[config.mk]
export PLATFORM = sky130hd
export DESIGN_NAME = lsu_req_issuer
export DESIGN_NICKNAME = d
export VERILOG_FILES = /design/src/verilog/lsu_pkg.sv /design/src/verilog/lsu_req_issuer.sv
export SDC_FILE = /design/constraint.sdc
export NUM_CORES = 1
export LEC_CHECK = 0
export BUFFER_PORTS_ARGS = -buffer_cell sky130_fd_sc_hd__buf_2
export CAP_MARGIN = 0
export CORE_UTILIZATION = 40
export DETAILED_ROUTE_END_ITERATION = 8
export PLACE_DENSITY = 0.75
export SETUP_SLACK_MARGIN = 0.2
export SLEW_MARGIN = 30
export SYNTH_ARGS = -nofsm -noshare
export SYNTH_HDL_FRONTEND = slang
export SYNTH_SLANG_ARGS = --single-unit
[constraint.sdc]
create_clock -name clk -period 2.8 [get_ports clk]
set_input_delay 0.42 -clock clk [delete_from_list [all_inputs] [get_ports clk]]
set_output_delay 0.42 -clock clk [all_outputs]
set_load 0.05 [all_outputs]
[src/verilog/lsu_pkg.sv]
// shared widths, encodings and types for the load/store subsystem
// imported by wildcard into every rtl module that needs them
// queue entry layout, msb first:
//   {is_store, funct3, addr, wdata, rd, misalign}
`default_nettype none

package lsu_pkg;

    // datapath
    localparam int XLEN   = 32;
    localparam int RD_W   = 5;
    localparam int NBYTES = XLEN / 8;

    // data sram, word addressed
    localparam int MEM_WORDS = 256;
    localparam int MEM_AW    = 8;

    // request queue, also the initial credit count
    localparam int REQ_DEPTH = 4;
    localparam int REQ_PTR_W = 2;
    localparam int CNT_W     = 3;

    // one packed queue entry
    localparam int REQ_W = 1 + 3 + XLEN + XLEN + RD_W + 1;

    // load funct3 codes
    localparam logic [2:0] FUNCT3_LB  = 3'b000;
    localparam logic [2:0] FUNCT3_LH  = 3'b001;
    localparam logic [2:0] FUNCT3_LW  = 3'b010;
    localparam logic [2:0] FUNCT3_LBU = 3'b100;
    localparam logic [2:0] FUNCT3_LHU = 3'b101;

    // store funct3 codes
    localparam logic [2:0] FUNCT3_SB = 3'b000;
    localparam logic [2:0] FUNCT3_SH = 3'b001;
    localparam logic [2:0] FUNCT3_SW = 3'b010;

    // base byte enables, lane 0 aligned
    localparam logic [NBYTES-1:0] MASK_8  = 4'b0001;
    localparam logic [NBYTES-1:0] MASK_16 = 4'b0011;
    localparam logic [NBYTES-1:0] MASK_32 = 4'b1111;

    // size field values of funct3[1:0]
    localparam logic [1:0] SIZE_B = 2'd0;
    localparam logic [1:0] SIZE_H = 2'd1;
    localparam logic [1:0] SIZE_W = 2'd2;

    // lsu controller states
    localparam logic [1:0] ST_IDLE    = 2'd0;
    localparam logic [1:0] ST_RD_WAIT = 2'd1;
    localparam logic [1:0] ST_DONE    = 2'd2;

    // funct3 seen as a raw code or as sign/size fields
    typedef union packed {
        logic [2:0] code;
        struct packed {
            // set for lbu/lhu, zero extension
            logic       uns;
            logic [1:0] size;
        } fld;
    } access_code_u;

endpackage

`default_nettype wire
[src/verilog/lsu_req_issuer.sv]
// front end of the load/store subsystem
// accepts one operation per cycle while credits remain, flags
// misaligned half and word addresses, and pushes a registered entry
// into the request queue one cycle after acceptance
// credits come back from the lsu, one per popped entry
`default_nettype none

module lsu_req_issuer
    import lsu_pkg::*;
(
    input  wire logic             clk,
    input  wire logic             rst,
    input  wire logic             op_valid_i,
    input  wire logic             op_is_store_i,
    input  wire logic [2:0]       op_funct3_i,
    input  wire logic [XLEN-1:0]  op_addr_i,
    input  wire logic [XLEN-1:0]  op_wdata_i,
    input  wire logic [RD_W-1:0]  op_rd_i,
    output logic                  op_ready_o,
    input  wire logic             credit_ret_i,
    output logic                  push_o,
    output logic [REQ_W-1:0]      push_data_o
);

    // free slots in the queue as seen from here
    logic [CNT_W-1:0] credit_q;
    logic             accept;
    logic             misalign;
    access_code_u     op_ac;

    // stall only when every slot is spoken for
    assign op_ready_o = (credit_q != '0);
    assign accept     = op_valid_i & op_ready_o;

    // alignment by access size
    always_comb begin
        op_ac.code = op_funct3_i;
        case (op_ac.fld.size)
            SIZE_H:  misalign = op_addr_i[0];
            SIZE_W:  misalign = |op_addr_i[1:0];
            // bytes never misalign, size 3 faults as a bad code later
            default: misalign = 1'b0;
        endcase
    end

    // take a credit at acceptance, add one per return
    always_ff @(posedge clk) begin
        if (rst) begin
            credit_q <= CNT_W'(REQ_DEPTH);
        end else if (accept && !credit_ret_i) begin
            credit_q <= credit_q - CNT_W'(1);
        end else if (!accept && credit_ret_i) begin
            credit_q <= credit_q + CNT_W'(1);
        end
    end

    // registered push
    always_ff @(posedge clk) begin
        if (rst) begin
            push_o <= 1'b0;
        end else begin
            push_o <= accept;
        end
    end

    // entry payload, only meaningful with push_o
    always_ff @(posedge clk) begin
        if (accept) begin
            push_data_o <= {op_is_store_i, op_funct3_i, op_addr_i,
                            op_wdata_i, op_rd_i, misalign};
        end
    end

endmodule

`default_nettype wire

==> flow_summary.yaml <==
synthesis:
  synth.cell_area_sq_um: 2482
  syn_area_per_cell_sq_um: 24.10
  ys_types: 15
  post-synth-top-area-cell: "sky130_fd_sc_hd__edfxtp_1"
  warnings_from_yosys: 0
  postSynthCellCount: 103
  synthTopCellsByArea: "sky130_fd_sc_hd__edfxtp_1 90%, sky130_fd_sc_hd__dfxtp_1 3.2%, sky130_fd_sc_hd__ha_1 1.5%, sky130_fd_sc_hd__inv_1 0.91%, sky130_fd_sc_hd__fa_1 0.81%"
  synth-seq-cells: 78
  synth.yosys.seq_area_share_pct: 92.74
  synth.top_cell.area_share_pct: 89.52
  synthesis.nets: 184
setup_path:
  r2r-start: "credit_q[0]"
  reg2reg_to: "credit_q[2]"
  cp_max_fo: 3
  ff2ff_path_depth: 8
  register_to_register_setup_slack_ns: 0.78
  cpMaxStageDelayCell: "sky130_fd_sc_hd__dfxtp_1"
  cp-endpoint: "credit_q[2]"
  largest_incremental_delay_on_the_critical_path_ns: 0.39
  timing_worst_setup_path_type: "flop to flop"
  setup.worst_path.start: "credit_q[0]"
  worst-endpoint-arrival_ns: 2.24
  worst_ep_required_time_ns: 3.02
  worst_setup_path_start_kind: "flop"
  critical_path.endpoint_type: "flop"
  worst_path_cell_chain: "or3_4, and2_4, ha_4, inv_1, fa_1, xor2_1, o21ai_0, or3b_1"
clock_network:
  clock_sinks: 78
  post-cts-setup-buffers: 0
  cts.root.buffer_cell: "sky130_fd_sc_hd__clkbuf_8"
  htree_levels: 3
  cts_tree: "built"
  cts_buffer_depth: 2
  clk_latency_ns: 0.33
  cts.reportedPaths.clkPinSlew_ns: 0.08
  post_cts_resized: 0
  cts-buffers-inserted: 9
  cts_hold_buffers: 0
outcome:
  outcome: "complete, no violations"
sta:
  finalCriticalPeriod_ns: 2.020
  transition_time_of_the_tightest_slew_check_pin_ns: 0.9153
  final-max-slew-violation-count: 0
  max_clock_freq_ghz: 0.4949
  fin_setup_tns_ns: 0
  timing.final.setup_violations: 0
  fin_worst_skew_ns: 0.006160
  max-slew-margin-rel_pct: 38.98
  fin_hold_viols: 0
  grt_setup_unrepaired: "false"
  timing.final.crit_share_pct: 72.16
global_route:
  grt_antenna_before_repair: 0
  grt_first_pass_wirelength_um: 7362
  gr-total-overflow: 0
  total_global_routing_track_utilization_pct: 16.22
  grt_start_max_net_pins: 76
  via_count_of_the_first_global_routing_pass: 1530
routing:
  detail_route.wirelength.met1_um: 1898
  routed_wirelength_um: 5140
  drcViolationCount: 0
  route.vias.total: 1556
  avgViaCountPerCell: 4.484
  met3_wirelength_um: 511
  routed-wl-met2_um: 2613
  avgRoutedWirePerCell_um: 14.81
  final_antenna_net_count: 0
  drt-initial-drc-count: 40
  highest_layer: "met4"
  firstDrtPassIters: 4
die:
  die_width_um: 80.78
  design.portCount: 153
  initial_core_util_pct: 41.68
  floorplan.die.height_um: 80.78
  placement_rows: 28
  die_area_sq_um: 6525
  floorplan.core_area_sq_um: 5956
finish:
  antenna-diode-count: 0
  layout-area-overhead-vs-synth_pct: 43.80
  fillers: 475
  mostFrequentLayoutCell: "sky130_fd_sc_hd__buf_2"
  layout_common_cells: "152 x sky130_fd_sc_hd__buf_2, 74 x sky130_fd_sc_hd__edfxtp_1, 9 x sky130_fd_sc_hd__clkbuf_8, 6 x sky130_fd_sc_hd__inv_1, 4 x sky130_fd_sc_hd__dfxtp_1"
  post_route_cells_drive_above_1_share_pct: 62.87
  nets: 348
  layout.cells.non_filler: 347
placed_design:
  placed_cells_incl_taps: 331
  placement.io_buffers: 152
  place_congestion: 0.7042
pwr:
  sequentialPowerShare_pct: 49.3
  power.density_nw_per_um2: 818.5
  combinationalPowerShare_pct: 20.3
  ir_drop_v: 0.0005145
  netSwitchingPower_uw: 885.1
  static-leakage-power_uw: 0.001549
  power.share.switching_pct: 30.29
  share_clk_of_total_power_pct: 30.4
  internal_power_uw: 2037
flow_run:
  max_cap_viols: 0
hold_path:
  hold_path_class: "input port to flop"
-- flip-flops by register name, summed over array words and instances (netlist names) --
register / cells
push_o: 1
push_data_o: 74
credit_q: 3
-- routing by layer --
metal | global-route usage [%] | up-vias
met5 | 0 | -
met1 | 16.52 | 726
li1 | - | 718
met2 | 28.22 | 99
met4 | 10.18 | 0
met3 | 5.843 | 13
-- cell type report --
class	count	area, sq um	area share, %
Sequential cell	78	2302	64.49
Clock inverter	7	88.84	2.489
Multi-Input combinational cell	19	170.2	4.767
Timing Repair Buffer	153	768.2	21.52
Tap cell	75	93.84	2.629
Clock buffer	9	123.9	3.470
Inverter	6	22.52	0.6309
-- cells by family (layout without fill, tap and decap cells) --
| group | after synthesis | in the layout | share of synthesized area (%) |
|---|---|---|---|
| adders and majority gates | 4 | 4 | 2.319 |
| AOI/OAI and AO/OA | 4 | 4 | 0.8065 |
| xor gates and xnor gates | 2 | 2 | 0.7058 |
| DFF | 78 | 78 | 92.74 |
| and+or+nand+nor | 9 | 9 | 2.520 |
| buffers and inverters | 6 | 175 | 0.9072 |
-- synth_stat cells --
library cell	instances
sky130_fd_sc_hd__fa_1	1
sky130_fd_sc_hd__and2_4	1
sky130_fd_sc_hd__ha_1	3
sky130_fd_sc_hd__o21ai_0	2
sky130_fd_sc_hd__nand2_1	1
sky130_fd_sc_hd__nor3_1	1
sky130_fd_sc_hd__dfxtp_1	4
sky130_fd_sc_hd__or3_4	1
sky130_fd_sc_hd__or3b_1	1
sky130_fd_sc_hd__inv_1	6
sky130_fd_sc_hd__nor2_1	3
sky130_fd_sc_hd__xor2_1	2
sky130_fd_sc_hd__nor2b_4	1
sky130_fd_sc_hd__a21oi_1	2
sky130_fd_sc_hd__edfxtp_1	74
-- metrics by stage --
stage	hold slack [ns]	total power, uW	instance area, sq um	setup WS (ns)	util, %
global placement	0.4965	2050	3357	0.9040	56.37
floorplan	0.4812	1898	2495	0.2103	-
global route	0.2271	3028	3570	0.7096	59.94
detailed placement	0.5336	2065	3357	0.8037	56.37
CTS	0.2282	2952	3570	0.8051	59.94
finish	0.2511	2922	3570	0.7796	59.94
-- power by group through the flow --
stage | Clock (uW) | Sequential [uW] | Combinational (uW)
2_1_floorplan | 0 | 1810 | 90.0
3_3_place_gp | 0 | 1460 | 588
5_1_grt | 954 | 1450 | 623
3_5_place_dp | 0 | 1470 | 598
6_report | 888 | 1440 | 593
4_1_cts | 912 | 1440 | 598
-- critical path: cells and delay by family (launching register included) --
kind,cells,cell delay [ns]
AOI/OAI and AO/OA,1,0.15
xor gates and xnor gates,1,0.16
adders and majority gates,2,0.49
buffers and inverters,1,0.04
DFF,1,0.39
and+or+nand+nor,3,0.66
-- how the worst min path moves through the flow --
stage                         startpoint         endpoint  cells past startpoint
after global placement       credit_q[1]      credit_q[1]                      2
after detailed placement     credit_q[1]      credit_q[1]                      2
after CTS                  op_wdata_i[8]  push_data_o[14]                      1
after floorplan              credit_q[1]      credit_q[1]                      2
final                     op_wdata_i[20]  push_data_o[26]                      1
after global routing       op_wdata_i[8]  push_data_o[14]                      1
Power figures use the tool's default switching activity.
