[src/verilog/lsu_pkg.sv]
// shared widths, encodings and types for the load/store subsystem
// imported by wildcard into every rtl module that needs them
// queue entry layout, msb first:
//   {is_store, funct3, addr, wdata, rd, misalign}
`default_nettype none

package lsu_pkg;

    // datapath
    localparam int XLEN   = 32;
    localparam int RD_W   = 5;
    localparam int NBYTES = XLEN / 8;

    // data sram, word addressed
    localparam int MEM_WORDS = 256;
    localparam int MEM_AW    = 8;

    // request queue, also the initial credit count
    localparam int REQ_DEPTH = 4;
    localparam int REQ_PTR_W = 2;
    localparam int CNT_W     = 3;

    // one packed queue entry
    localparam int REQ_W = 1 + 3 + XLEN + XLEN + RD_W + 1;

    // load funct3 codes
    localparam logic [2:0] FUNCT3_LB  = 3'b000;
    localparam logic [2:0] FUNCT3_LH  = 3'b001;
    localparam logic [2:0] FUNCT3_LW  = 3'b010;
    localparam logic [2:0] FUNCT3_LBU = 3'b100;
    localparam logic [2:0] FUNCT3_LHU = 3'b101;

    // store funct3 codes
    localparam logic [2:0] FUNCT3_SB = 3'b000;
    localparam logic [2:0] FUNCT3_SH = 3'b001;
    localparam logic [2:0] FUNCT3_SW = 3'b010;

    // base byte enables, lane 0 aligned
    localparam logic [NBYTES-1:0] MASK_8  = 4'b0001;
    localparam logic [NBYTES-1:0] MASK_16 = 4'b0011;
    localparam logic [NBYTES-1:0] MASK_32 = 4'b1111;

    // size field values of funct3[1:0]
    localparam logic [1:0] SIZE_B = 2'd0;
    localparam logic [1:0] SIZE_H = 2'd1;
    localparam logic [1:0] SIZE_W = 2'd2;

    // lsu controller states
    localparam logic [1:0] ST_IDLE    = 2'd0;
    localparam logic [1:0] ST_RD_WAIT = 2'd1;
    localparam logic [1:0] ST_DONE    = 2'd2;

    // funct3 seen as a raw code or as sign/size fields
    typedef union packed {
        logic [2:0] code;
        struct packed {
            // set for lbu/lhu, zero extension
            logic       uns;
            logic [1:0] size;
        } fld;
    } access_code_u;

endpackage

`default_nettype wire
[src/verilog/lsu_unit.sv]
// load/store unit proper
// pops one request at a time from the queue and runs it against the
// data sram; stores write in the pop cycle, loads read in the pop cycle
// and extend the returned word one cycle later
// faulted entries touch no memory and complete with data zero
// completion timing after the pop: load 2 cycles, store or fault 1 cycle
`default_nettype none

module lsu_unit
    import lsu_pkg::*;
(
    input  wire logic              clk,
    input  wire logic              rst,
    input  wire logic              empty_i,
    input  wire logic [REQ_W-1:0]  pop_data_i,
    output logic                   pop_o,
    output logic                   credit_ret_o,
    output logic                   mem_en_o,
    output logic                   mem_we_o,
    output logic [NBYTES-1:0]      mem_be_o,
    output logic [MEM_AW-1:0]      mem_addr_o,
    output logic [XLEN-1:0]        mem_wdata_o,
    input  wire logic [XLEN-1:0]   mem_rdata_i,
    output logic                   cmp_valid_o,
    output logic [RD_W-1:0]        cmp_rd_o,
    output logic [XLEN-1:0]        cmp_data_o,
    output logic                   cmp_fault_o
);

    // head entry fields
    logic              e_is_store;
    logic [2:0]        e_funct3;
    logic [XLEN-1:0]   e_addr;
    logic [XLEN-1:0]   e_wdata;
    logic [RD_W-1:0]   e_rd;
    logic              e_misalign;
    access_code_u      e_ac;
    logic              e_code_ok;
    logic              e_fault;
    logic [NBYTES-1:0] base_be;

    // controller
    logic [1:0]        state_q;
    logic [1:0]        state_d;

    // operation in flight
    access_code_u      ac_q;
    logic [1:0]        off_q;
    logic [RD_W-1:0]   rd_q;
    logic [XLEN-1:0]   data_q;
    logic              fault_q;

    // load return path
    logic [XLEN-1:0]   rd_shift;
    logic [XLEN-1:0]   load_ext;

    assign {e_is_store, e_funct3, e_addr, e_wdata, e_rd, e_misalign} = pop_data_i;

    // funct3 must be a legal code for the direction
    always_comb begin
        e_ac.code = e_funct3;
        if (e_is_store) begin
            e_code_ok = (e_ac.code == FUNCT3_SB) || (e_ac.code == FUNCT3_SH) ||
                        (e_ac.code == FUNCT3_SW);
        end else begin
            e_code_ok = (e_ac.code == FUNCT3_LB) || (e_ac.code == FUNCT3_LH) ||
                        (e_ac.code == FUNCT3_LW) || (e_ac.code == FUNCT3_LBU) ||
                        (e_ac.code == FUNCT3_LHU);
        end
    end

    assign e_fault = e_misalign | ~e_code_ok;

    // base mask from the size field
    always_comb begin
        case (e_ac.fld.size)
            SIZE_B:  base_be = MASK_8;
            SIZE_H:  base_be = MASK_16;
            default: base_be = MASK_32;
        endcase
    end

    // pop only from idle, each pop hands a credit back
    assign pop_o        = (state_q == ST_IDLE) & ~empty_i;
    assign credit_ret_o = pop_o;

    // memory access in the pop cycle, skipped on fault
    assign mem_en_o    = pop_o & ~e_fault;
    assign mem_we_o    = mem_en_o & e_is_store;
    // mask and data moved to the addressed byte lane
    assign mem_be_o    = base_be << e_addr[1:0];
    assign mem_wdata_o = e_wdata << {e_addr[1:0], 3'b000};
    assign mem_addr_o  = e_addr[MEM_AW+1:2];

    // next state
    always_comb begin
        state_d = state_q;
        case (state_q)
            ST_IDLE: begin
                if (pop_o) begin
                    // only a good load waits for read data
                    state_d = (!e_fault && !e_is_store) ? ST_RD_WAIT : ST_DONE;
                end
            end
            ST_RD_WAIT: state_d = ST_DONE;
            ST_DONE:    state_d = ST_IDLE;
            default:    state_d = ST_IDLE;
        endcase
    end

    always_ff @(posedge clk) begin
        if (rst) begin
            state_q <= ST_IDLE;
        end else begin
            state_q <= state_d;
        end
    end

    // lane select then sign or zero extend
    always_comb begin
        rd_shift = mem_rdata_i >> {off_q, 3'b000};
        case (ac_q.fld.size)
            SIZE_B: begin
                load_ext = ac_q.fld.uns ? {{(XLEN-8){1'b0}}, rd_shift[7:0]}
                                        : {{(XLEN-8){rd_shift[7]}}, rd_shift[7:0]};
            end
            SIZE_H: begin
                load_ext = ac_q.fld.uns ? {{(XLEN-16){1'b0}}, rd_shift[15:0]}
                                        : {{(XLEN-16){rd_shift[15]}}, rd_shift[15:0]};
            end
            default: load_ext = rd_shift;
        endcase
    end

    // capture at pop, data stays zero for stores and faults
    always_ff @(posedge clk) begin
        if (pop_o) begin
            ac_q    <= e_ac;
            off_q   <= e_addr[1:0];
            rd_q    <= e_rd;
            fault_q <= e_fault;
            data_q  <= '0;
        end else if (state_q == ST_RD_WAIT) begin
            data_q  <= load_ext;
        end
    end

    // one completion pulse per operation
    assign cmp_valid_o = (state_q == ST_DONE);
    assign cmp_rd_o    = rd_q;
    assign cmp_data_o  = data_q;
    assign cmp_fault_o = fault_q;

endmodule

`default_nettype wire

[config.mk]
export PLATFORM = sky130hd
export DESIGN_NAME = lsu_unit
export DESIGN_NICKNAME = d
export VERILOG_FILES = /design/src/verilog/lsu_pkg.sv /design/src/verilog/lsu_unit.sv
export SDC_FILE = /design/constraint.sdc
export NUM_CORES = 1
export LEC_CHECK = 0
export BUFFER_PORTS_ARGS = -buffer_cell sky130_fd_sc_hd__buf_2
export CAP_MARGIN = 20
export CORE_ASPECT_RATIO = 0.8
export CORE_UTILIZATION = 38
export DETAILED_ROUTE_END_ITERATION = 6
export GPL_ROUTABILITY_DRIVEN = 1
export PLACE_DENSITY = 0.77
export SYNTH_ARGS = -nofsm -noshare
export SYNTH_HDL_FRONTEND = slang
export SYNTH_SLANG_ARGS = --single-unit
[constraint.sdc]
create_clock -name clk -period 1.9 [get_ports clk]
set_input_delay 0.285 -clock clk [delete_from_list [all_inputs] [get_ports clk]]
set_output_delay 0.285 -clock clk [all_outputs]
set_load 0.02 [all_outputs]
==> impl_metrics.env <==
export IMPL_ys_seq_area_frac=0.356
export IMPL_grt_pass1_vias=2702
export IMPL_fin_tns_setup_ns=0
export IMPL_clk_pin_slew_ns=0.09
export IMPL_route_met2_wl_um=4110
export IMPL_n_antenna_cell=0
export IMPL_tritoncts="done"
export IMPL_grt_usage=0.212
export IMPL_drive_gt1_frac=0.444
export IMPL_fin_worst_skew_ns=0.00678
export IMPL_outcome="completed"
export IMPL_portBuffers=157
export IMPL_vdd_drop_max_mv=0.330
export IMPL_cts_buffer_depth=2
export IMPL_setup_violations=0
export IMPL_start_util=0.403
export IMPL_ys_ff_latch=45
export IMPL_max_cap_violations=0
export IMPL_async_flop_share=0
export IMPL_powerDensity_nw_per_um2=604
export IMPL_power_leakage_nw=1.74
export IMPL_drt_iter0_drc=148
export IMPL_die_area_um2=7830
export IMPL_synth_area_um2=2840
export IMPL_nFillCells=655
export IMPL_wl_met1_um=3660
export IMPL_dp_hpwl_um=6520
export IMPL_worstSetupPathType="register to register"
export IMPL_hold_path_class="primary input to register"
export IMPL_num_rows=27
export IMPL_synth_cells=320
export IMPL_period_share=0.937
export IMPL_first_pass_iters=5
export IMPL_slew_viol_final=0
export IMPL_fp_coreArea_um2=7060
export IMPL_max_freq_mhz=562
export IMPL_area_delta_synth_final_pct=32.7
export IMPL_cts_resized=0
export IMPL_grt_ovfl_total=0
export IMPL_clkLatencyLatePin_ns=0.30
export IMPL_ioPinCount=196
export IMPL_grt_pass1_wl_um=13200
export IMPL_layout_common_cells="157 x buf_2, 34 x dfxtp_1, 32 x nand2_1"
export IMPL_synth_area_top_cells="dfxtp_1 24%, edfxtp_1 12%, mux2i_1 8.8%"
export IMPL_layout_nets=570
export IMPL_end_kind="register"
export IMPL_synth_distinct_cells=42
export IMPL_die_x_um=98.7
export IMPL_cts_buffers=5
export IMPL_arrival_ns=1.93
export IMPL_place_congestion=0.833
export IMPL_grt_setup_unrepaired="false"
export IMPL_synth_nets=429
export IMPL_topRoutingLayerUsed="met4"
export IMPL_ys_warn_count=0
export IMPL_start_kind="register"
export IMPL_routed_wl_um=8540
export IMPL_wl_per_cell_um=15.6
export IMPL_die_h_um=79.4
export IMPL_fin_crit_ns=1.78
export IMPL_via_per_inst=5.45
export IMPL_final_common_cell="buf_2"
export IMPL_met3_length_um=623
export IMPL_htreeDepth=2
export IMPL_crit_fanout=7
export IMPL_drc=0
export IMPL_hold_viol=0
export IMPL_synth_flop_cell="dfxtp_1"
export IMPL_synth_edff_count=11
export IMPL_vias=2994
export IMPL_synth_top_area_frac=0.239
export IMPL_antenna_left=0
export IMPL_clock_sinks=45
export IMPL_cts_root_buf="clkbuf_8"
export IMPL_worstPathRequired_ns=2.05
export IMPL_synth_top_area_cell="dfxtp_1"
export IMPL_slew_headroom=0.554
export IMPL_holdWs_ns=0.161
export IMPL_syn_area_per_cell_um2=8.88
export IMPL_grt_max_degree=42
export IMPL_tightestPinTransition_ns=0.668
export IMPL_antenna_found_initial=0
-- layout make-up --
type                       count  area (um^2)  area share
clock buffer                   7         76.3      0.0202
clock inverter                 1         5.00     0.00133
multi-input combinational    234         1650       0.436
inverter                       2         7.51     0.00199
sequential                    45         1010       0.268
timing repair buffer         173          918       0.243
tap                           87          109      0.0288
-- report_power, final --
part	total [W]	switching (W)	internal [W]
combinational	0.000657	0.000389	0.000268
clock	0.000581	0.000322	0.000259
sequential	0.00104	0.0000219	0.00102
total	0.00228	0.000733	0.00155
-- synthesized netlist by cell type (all sizes together), types with 2 or more instances --
cell type / count
nand3b: 8
a311oi: 7
nand2: 32
nor2: 16
and2b: 2
inv: 2
a211o: 7
o21ai: 26
mux4: 2
nor4: 2
a21oi: 18
buf: 20
mux2: 8
edfxtp: 11
a211oi: 9
nor2b: 18
nand2b: 2
mux2i: 25
nor3: 2
o311ai: 16
or2: 9
and2: 8
dfxtp: 34
a32o: 7
clkbuf: 19
-- worst max-delay path: stages, from the launching register on --
cell and delay, ns:
edfxtp_1 0.38, mux4_2 0.56, a2111oi_4 0.59, a311oi_1 0.10
-- logic make-up after synthesis --
kind of cell | Yosys count | synth area share
flip-flops | 45 | 0.356
AND/OR/NAND/NOR | 102 | 0.190
buffers and inverters | 41 | 0.0722
multiplexers | 35 | 0.136
AO/OA/AOI/OAI | 97 | 0.247
-- stage by stage --
step / cells / setup slack [ns] / util / total power [W] / instance area [um^2]
after floorplan: 320 / 0.0595 / - / 0.00148 / 2860
after global placement: 538 / 0.135 / 0.520 / 0.00170 / 3670
after detailed placement: 538 / 0.103 / 0.520 / 0.00171 / 3670
after CTS: 546 / 0.0263 / 0.531 / 0.00228 / 3750
after global routing: 549 / 0.000298 / 0.534 / 0.00238 / 3770
final: 549 / 0.120 / 0.534 / 0.00228 / 3770
-- final timing paths --
kind         cells after the start              to          start  slack (ns)
max                              3  cmp_data_o[11]       off_q[1]        0.12
min                              2      state_q[1]            rst        0.16
max reg2reg                      3  cmp_data_o[11]       off_q[1]        0.12
min reg2reg                      1   cmp_data_o[3]  cmp_data_o[3]        0.46
-- sequential cells by signal (all words and copies together), names as in the netlist --
| signal | count |
|---|---|
| cmp_fault_o | 1 |
| cmp_rd_o | 5 |
| off_q | 2 |
| cmp_data_o | 32 |
| state_q | 2 |
| ac_q | 3 |
-- repair_timing --
| action | in CTS | in global routing |
|---|---|---|
| hold buffers | 0 | 0 |
| setup endpoints to repair | 0 | 2 |
| setup buffers | 0 | 3 |
-- per-layer routing --
| metal | vias up | GRT usage |
|---|---|---|
| met5 | - | 0 |
| met4 | 0 | 0.0687 |
| met1 | 1370 | 0.260 |
| li1 | 1465 | - |
| met3 | 14 | 0.0414 |
| met2 | 145 | 0.375 |
Power figures use the tool's default switching activity.
