==> src/verilog/lsu_pkg.sv <==
// shared widths, encodings and types for the load/store subsystem
// imported by wildcard into every rtl module that needs them
// queue entry layout, msb first:
//   {is_store, funct3, addr, wdata, rd, misalign}
`default_nettype none

package lsu_pkg;

    // datapath
    localparam int XLEN   = 32;
    localparam int RD_W   = 5;
    localparam int NBYTES = XLEN / 8;

    // data sram, word addressed
    localparam int MEM_WORDS = 256;
    localparam int MEM_AW    = 8;

    // request queue, also the initial credit count
    localparam int REQ_DEPTH = 4;
    localparam int REQ_PTR_W = 2;
    localparam int CNT_W     = 3;

    // one packed queue entry
    localparam int REQ_W = 1 + 3 + XLEN + XLEN + RD_W + 1;

    // load funct3 codes
    localparam logic [2:0] FUNCT3_LB  = 3'b000;
    localparam logic [2:0] FUNCT3_LH  = 3'b001;
    localparam logic [2:0] FUNCT3_LW  = 3'b010;
    localparam logic [2:0] FUNCT3_LBU = 3'b100;
    localparam logic [2:0] FUNCT3_LHU = 3'b101;

    // store funct3 codes
    localparam logic [2:0] FUNCT3_SB = 3'b000;
    localparam logic [2:0] FUNCT3_SH = 3'b001;
    localparam logic [2:0] FUNCT3_SW = 3'b010;

    // base byte enables, lane 0 aligned
    localparam logic [NBYTES-1:0] MASK_8  = 4'b0001;
    localparam logic [NBYTES-1:0] MASK_16 = 4'b0011;
    localparam logic [NBYTES-1:0] MASK_32 = 4'b1111;

    // size field values of funct3[1:0]
    localparam logic [1:0] SIZE_B = 2'd0;
    localparam logic [1:0] SIZE_H = 2'd1;
    localparam logic [1:0] SIZE_W = 2'd2;

    // lsu controller states
    localparam logic [1:0] ST_IDLE    = 2'd0;
    localparam logic [1:0] ST_RD_WAIT = 2'd1;
    localparam logic [1:0] ST_DONE    = 2'd2;

    // funct3 seen as a raw code or as sign/size fields
    typedef union packed {
        logic [2:0] code;
        struct packed {
            // set for lbu/lhu, zero extension
            logic       uns;
            logic [1:0] size;
        } fld;
    } access_code_u;

endpackage

`default_nettype wire
==> src/verilog/lsu_req_fifo.sv <==
// request queue between the issuer and the lsu
// circular buffer of REQ_DEPTH register entries
// the head entry is always shown on pop_data_o; pop_i drops it at the edge
// the issuer's credits keep pushes below capacity, so there is no full flag
`default_nettype none

module lsu_req_fifo
    import lsu_pkg::*;
(
    input  wire logic             clk,
    input  wire logic             rst,
    input  wire logic             push_i,
    input  wire logic [REQ_W-1:0] push_data_i,
    input  wire logic             pop_i,
    output logic [REQ_W-1:0]      pop_data_o,
    output logic                  empty_o
);

    logic [REQ_W-1:0]     entry_q [REQ_DEPTH];
    logic [REQ_PTR_W-1:0] wr_ptr_q;
    logic [REQ_PTR_W-1:0] rd_ptr_q;
    // number of valid entries
    logic [CNT_W-1:0]     count_q;

    assign empty_o    = (count_q == '0);
    assign pop_data_o = entry_q[rd_ptr_q];

    // pointers and occupancy
    // pointers wrap naturally since depth is a power of two
    always_ff @(posedge clk) begin
        if (rst) begin
            wr_ptr_q <= '0;
            rd_ptr_q <= '0;
            count_q  <= '0;
        end else begin
            if (push_i) begin
                wr_ptr_q <= wr_ptr_q + REQ_PTR_W'(1);
            end
            if (pop_i) begin
                rd_ptr_q <= rd_ptr_q + REQ_PTR_W'(1);
            end
            if (push_i && !pop_i) begin
                count_q <= count_q + CNT_W'(1);
            end else if (pop_i && !push_i) begin
                count_q <= count_q - CNT_W'(1);
            end
        end
    end

    // storage
    always_ff @(posedge clk) begin
        if (push_i) begin
            entry_q[wr_ptr_q] <= push_data_i;
        end
    end

endmodule

`default_nettype wire

==> config.mk <==
export PLATFORM = sky130hd
export DESIGN_NAME = lsu_req_fifo
export DESIGN_NICKNAME = d
export VERILOG_FILES = /design/src/verilog/lsu_pkg.sv /design/src/verilog/lsu_req_fifo.sv
export SDC_FILE = /design/constraint.sdc
export NUM_CORES = 1
export LEC_CHECK = 0
export BUFFER_PORTS_ARGS = -buffer_cell sky130_fd_sc_hd__buf_2
export CAP_MARGIN = 20
export CORE_UTILIZATION = 55
export CTS_CLUSTER_SIZE = 28
export DETAILED_ROUTE_END_ITERATION = 7
export PLACE_DENSITY = 0.83
export SYNTH_ARGS = -nofsm -noshare
export SYNTH_HDL_FRONTEND = slang
export SYNTH_SLANG_ARGS = --single-unit
==> constraint.sdc <==
create_clock -name clk -period 3.65 [get_ports clk]
set_input_delay 0.73 -clock clk [delete_from_list [all_inputs] [get_ports clk]]
set_output_delay 0.73 -clock clk [all_outputs]
set_load 0.1 [all_outputs]
==> impl_metrics.ini, run 1 <==
[power]
powerDensity_nw_per_um2 = 654
total_power_mw = 8.60
peakVddDrop_mv = 0.431
leakage_nw = 4.44

[clocking]
worst_skew_pair.late_latency_ns = 0.53
cts_tree = built
cts_hold_buf = 0
cts.clk_slew.worst_paths_ns = 0.06
max-clock-path-buffers = 3
cts_root_buffer = clkbuf_16
cts-buffers-inserted = 31
postCtsSetupRepairBufs = 0
htree_levels = 1
cts-resized-gates = 0
cts.sink_count = 305

[placed_design]
dpl.cell_count = 836
place.port_buffers = 152
gpl.final_weighted_congestion = 0.711
placed_instance_area_sq_um = 12200
hpwl_mm = 11.8
placement.setup.worst_slack_ns = 1.05

[run_status]
result_of_the_run = finished, final reports clean

[worst_setup_path]
worstSetupPathType = reg2out
worst_r2r_startpoint = wr_ptr_q[0]
timing.reg2reg.setup_slack_ns = 1.80
worst_case_reg_to_reg_path_depth = 4
cp_max_fo = 23
worst_ep_required_time_ns = 2.92
worst_setup_path_start_kind = flip-flop
critical_path.reg2reg.endpoint = entry_q[2][69]
crit_path_end_kind = primary output
cp_data_arrival_time_ns = 2.37

[routing]
detailroute.via_count = 4978
wl_mm = 19.9
detail_route.iter0.violations = 443
drtAntennaViolNets = 0
wire_per_inst_microns = 22.4
first_pass_iters = 4
via_per_inst = 5.58
drc = 0

[timing]
final_hold_viol_count = 0
rsz0062_at_grt = false
fin_tns_setup_ns = 0
worst_hold_slack_ns = 0.405
worst_slew_pin_slew_ns = 0.751
headroom_to_the_max_slew_limit = 0.500
setup-violations-final = 0
final.min_clock_period_ns = 3.10
clock.fmax_ghz = 0.323
final.setup_skew_ns = 0.0126
final_max_slew_viol_count = 0
period_share = 0.848
final_critical_path_setup_slack_ns = 0.554

[synthesis]
postSynthRegisterBits = 305
synth.lib_cells_used.distinct = 20
post-synth-top-area-fraction = 0.801
syn-instance-count = 429
netlist_top_cells_area = edfxtp_1, mux4_2, dfxtp_1
post_synth.cell_area_avg_sq_um = 25.9
synthDominantAreaCellType = edfxtp_1
synthesis.yosys.warnings = 0
synth_seq_area_share = 0.817
netlist_area_sq_um = 11100
total_nets_after_synthesis = 513

[hold_path]
min_path_cells = 1
hp-start = push_data_i[48]
holdPathEnd = entry_q[3][48]
min-delay-path-class = in2reg

[final_layout]
syn_to_final_growth_pct = 18.5
final_cell_count_no_fill = 892
final_area_sq_um = 13200
post-route-util = 0.670
post_route_cells_drive_above_1_share = 0.450
diodes = 0
fill_cells = 1262
nNetsFinal = 688

[global_routing]
grt.total_usage = 0.196
grt_pass1_vias = 5304
grt_antenna_before_repair = 1
grt_overflow = 0
grt_first_pass_wirelength_mm = 29.7
grt_start_max_net_pins = 50

[floorplanning]
floorplan.die.height_microns = 144
placementRows = 51
initial_core_util = 0.565
fp.coreArea_sq_um = 19700
die_width_microns = 144
boundaryPins = 153
die_area_sq_um = 20800

[run]
cap_violations = 0
[worst max-delay path: stages (launching register included)]
cell and delay [ns]:
dfxtp_4 0.48, buf_4 0.45, mux4_2 0.59, buf_2 0.31
[layer usage]
layer	global-route usage	share of wire	wire length [microns]	up-vias
met5	0	0.00065	13	-
met4	0.0364	0.012	235	2
met3	0.0450	0.080	1610	28
met2	0.340	0.51	10200	213
met1	0.256	0.40	7930	2553
li1	-	-	-	2182
[logic make-up after synthesis]
| group | after synthesis | synth area share |
|---|---|---|
| adders and majority gates | 6 | 0.00744 |
| muxes | 76 | 0.152 |
| DFF | 305 | 0.817 |
| AOI/OAI and AO/OA | 2 | 0.000901 |
| xor gates and xnor gates | 5 | 0.00395 |
| buffers and inverters | 21 | 0.0130 |
| and+or+nand+nor | 14 | 0.00597 |
[cell usage in the layout (no fill, tap or decap)]
| cell | count |
|---|---|
| dfxtp_1 | 7 |
| or3_1 | 1 |
| clkinv_1 | 9 |
| mux4_2 | 74 |
| edfxtp_1 | 296 |
| and2_4 | 4 |
| nor3_1 | 1 |
| fa_1 | 1 |
| clkbuf_1 | 4 |
| dfxtp_4 | 2 |
| xor2_1 | 3 |
| mux2i_1 | 2 |
| clkinv_4 | 1 |
| nand2_1 | 1 |
| o21ai_0 | 1 |
| buf_2 | 152 |
| bufinv_16 | 2 |
| a21oi_1 | 1 |
| buf_12 | 6 |
| buf_4 | 1 |
| clkinv_2 | 6 |
| inv_8 | 1 |
| xnor2_1 | 2 |
| clkbuf_16 | 31 |
| nor2_1 | 7 |
| inv_1 | 4 |
| ha_1 | 5 |
| clkinvlp_4 | 2 |
[synthesized netlist by cell type]
master    instances
nor3_1            1
dfxtp_1           9
fa_1              1
edfxtp_1        296
buf_6             7
mux4_2           74
and2_1            4
o21ai_0           1
inv_1             4
mux2i_1           2
clkbuf_1          2
buf_4             1
buf_2             7
xnor2_1           2
nor2_1            7
xor2_1            3
or3_1             1
nand2_1           1
ha_1              5
a21oi_1           1
[sequential cells by signal, summed over array words and instances, names as in the netlist, named ones only]
register,count
wr_ptr_q,2
entry_q,296
rd_ptr_q,2
count_q,3
[power by group]
group	internal [mW]	leakage (nW)	switching [mW]	total, mW
combinational	0.337	1.19	1.27	1.60
clock	1.69	0.463	1.22	2.91
sequential	4.02	2.79	0.0651	4.09
[final cells by class]
class / instances / area [sq um] / area share
clock buffer: 35 / 791 / 0.0601
clock inverter: 21 / 159 / 0.0121
inverter: 4 / 15.0 / 0.00114
multi-input combinational: 103 / 1900 / 0.144
sequential: 305 / 9080 / 0.690
tap: 265 / 332 / 0.0252
timing repair buffer: 159 / 888 / 0.0675
[worst max path at each step]
stage | end | slack [ns] | depth (start not counted)
5_1_grt | pop_data_o[35] | 0.39 | 3
2_1_floorplan | empty_o | 0.51 | 1
4_1_cts | pop_data_o[35] | 0.48 | 3
3_3_place_gp | pop_data_o[69] | 1.08 | 3
6_report | pop_data_o[69] | 0.55 | 3
3_5_place_dp | pop_data_o[62] | 1.05 | 3
Note: power is estimated with default switching activity, not from simulation.
==> run 2: changes to the inputs <==
Settings changed: ABC_AREA set to 1.
Clock period 3.65 ns to 3.1 ns, I/O delays scaled along.
==> run 2 against run 1 <==
Compared with the run above: sequential share of layout area is 4.2 points lower; sequential power up 16%; core utilization rose by 2.1 points; register-to-register slack lost 0.63 ns; combinational power up 29%; power increased by 19%; via count increased by 39%.
==> impl_metrics.ini, run 2 <==
[clocking]
cts_tree = built
worst_skew_pair.late_latency_ns = 0.53
htree_levels = 1
postCtsSetupRepairBufs = 0
cts-resized-gates = 0
cts_hold_buf = 0
cts_root_buffer = clkbuf_16
cts.clk_slew.worst_paths_ns = 0.06
cts.sink_count = 305
max-clock-path-buffers = 3
cts-buffers-inserted = 29

[synthesis]
total_nets_after_synthesis = 857
ys_top_cells_by_count = edfxtp_1, nor2_1, o21ai_0
synthesis.yosys.warnings = 0
netlist_top_cells_area = edfxtp_1, nor2_1, o21ai_0
post-synth-top-area-fraction = 0.780
yosysMostFrequentCell = edfxtp_1
post_synth.cell_area_avg_sq_um = 14.7
synth-edff-count = 296
syn-instance-count = 773
netlist_area_sq_um = 11400
synthDominantAreaCellType = edfxtp_1
synth_seq_area_share = 0.796
synth_flop_cell = edfxtp_1
postSynthRegisterBits = 305
synth_async_sr_flop_share = 0
synth.lib_cells_used.distinct = 21

[worst_setup_path]
timing.critical_path.cells = inv_4 -> buf_12 -> o21ai_0 -> o22ai_1 -> buf_12
crit_path_max_incr_delay_ns = 0.38
crit_path_end_kind = primary output
worst_r2r_startpoint = wr_ptr_q[0]
cp_max_fo = 74
path_common_cell = buf_12
worst_ep_required_time_ns = 2.48
crit_path_top_delay_cell = dfxtp_4
timing.reg2reg.setup_slack_ns = 1.17
timing.critical_path.buf_inv = 3
critical_path.reg2reg.endpoint = entry_q[2][58]
worst_setup_path_start_kind = flip-flop
cpLargestDelayFamily = buffers and inverters
worst_case_reg_to_reg_path_depth = 5
worstSetupPathType = reg2out
cp_data_arrival_time_ns = 2.31

[power]
total_power_mw = 10.2
peakVddDrop_mv = 0.556
leakage_nw = 4.95
powerDensity_nw_per_um2 = 729

[timing]
rsz0062_at_grt = false
worst_hold_slack_ns = 0.248
period_share = 0.946
headroom_to_the_max_slew_limit = 0.641
final.min_clock_period_ns = 2.93
final_hold_viol_count = 0
fin_tns_setup_ns = 0
clock.fmax_ghz = 0.341
final_max_slew_viol_count = 0
final.setup_skew_ns = 0.0201
setup-violations-final = 0
worst_slew_pin_slew_ns = 0.538

[floorplanning]
boundaryPins = 153
placementRows = 52
fp.coreArea_sq_um = 20300
floorplan.die.height_microns = 146
die_width_microns = 146
die_area_sq_um = 21300
initial_core_util = 0.562

[global_routing]
grt_antenna_before_repair = 3
grt_pass1_vias = 7026
grt.total_usage = 0.227
grt_start_max_net_pins = 94
grt_first_pass_wirelength_mm = 37.2
grt_overflow = 0

[hold_path]
holdPathEnd = count_q[0]
min-delay-path-class = in2reg
min_path_cells = 2
hp-start = rst

[final_layout]
highest_count_cells_in_the_layout_ignoring_fill_and_taps = edfxtp_1, nor2_1, buf_2
final_area_sq_um = 14000
largest_registers = entry_q: 296 flops, count_q: 3 flops
largest_register = entry_q
layout_commonest_cell = edfxtp_1
nNetsFinal = 1008
post_route_cells_drive_above_1_share = 0.233
syn_to_final_growth_pct = 23.0
largest_register_ff_count = 296

[routing]
wire_per_inst_microns = 19.7
wl_mm = 24.0
drc = 0
detailroute.via_count = 6929
detail_route.iter0.violations = 558
drtAntennaViolNets = 0
first_pass_iters = 5
via_per_inst = 5.68

[placed_design]
placed_instance_area_sq_um = 13100
gpl.final_weighted_congestion = 0.705
place.port_buffers = 152
hpwl_mm = 13.7

[run_status]
result_of_the_run = finished, final reports clean

[run]
cap_violations = 0
run 2: cell type report:
cell class	count	area, sq um
clock buffer	38	790
clock inverter	16	135
fill	1314	6280
inverter	17	71.3
timing repair buffer	168	1640
sequential	305	9070
multi-input combinational	403	1960
antenna	2	5.00
tap	270	338
run 2: stage by stage:
step                      worst slack [ns]  utilization  std cells
after global placement               0.788        0.645       1163
after detailed placement             0.732        0.645       1163
after floorplan                     0.0747            -        773
after CTS                            0.134        0.690       1217
final                                0.169        0.690       1219
after global routing                0.0329        0.690       1218
run 2: kinds of logic (layout without fill, tap and decap cells):
family / Yosys count / after routing / synth area share
other cells: 0 / 2 / 0
xor+xnor: 1 / 1 / 0.000769
buf+inv: 65 / 239 / 0.0322
fa+ha+maj: 6 / 6 / 0.00724
flops: 305 / 305 / 0.796
compound gates: 230 / 230 / 0.109
simple gates: 166 / 166 / 0.0551
run 2: power by group:
group | switching (mW) | internal [mW] | total, mW | leakage (nW)
Combinational | 1.55 | 0.520 | 2.07 | 1.71
Clock | 1.44 | 1.96 | 3.40 | 0.455
Sequential | 0.0489 | 4.71 | 4.76 | 2.79
Total | 3.04 | 7.19 | 10.2 | 4.95
run 2: worst max path at each step:
stage	startpoint	cells past startpoint	slack [ns]	end
after floorplan	count_q[0]	1	0.07	empty_o
after global routing	flip-flop	4	0.03	pop_data_o[43]
after CTS	flip-flop	5	0.13	pop_data_o[4]
after global placement	flip-flop	5	0.79	pop_data_o[30]
final	flip-flop	5	0.17	pop_data_o[4]
after detailed placement	flip-flop	5	0.73	pop_data_o[4]
run 2: routing by layer:
layer,part of all wire,vias up,global-route usage,routed length (microns)
li1,-,3211,-,-
met1,0.38,3438,0.272,9190
met2,0.53,245,0.410,12800
met3,0.068,33,0.0470,1630
met4,0.018,2,0.0695,435
met5,0.00046,-,0,11
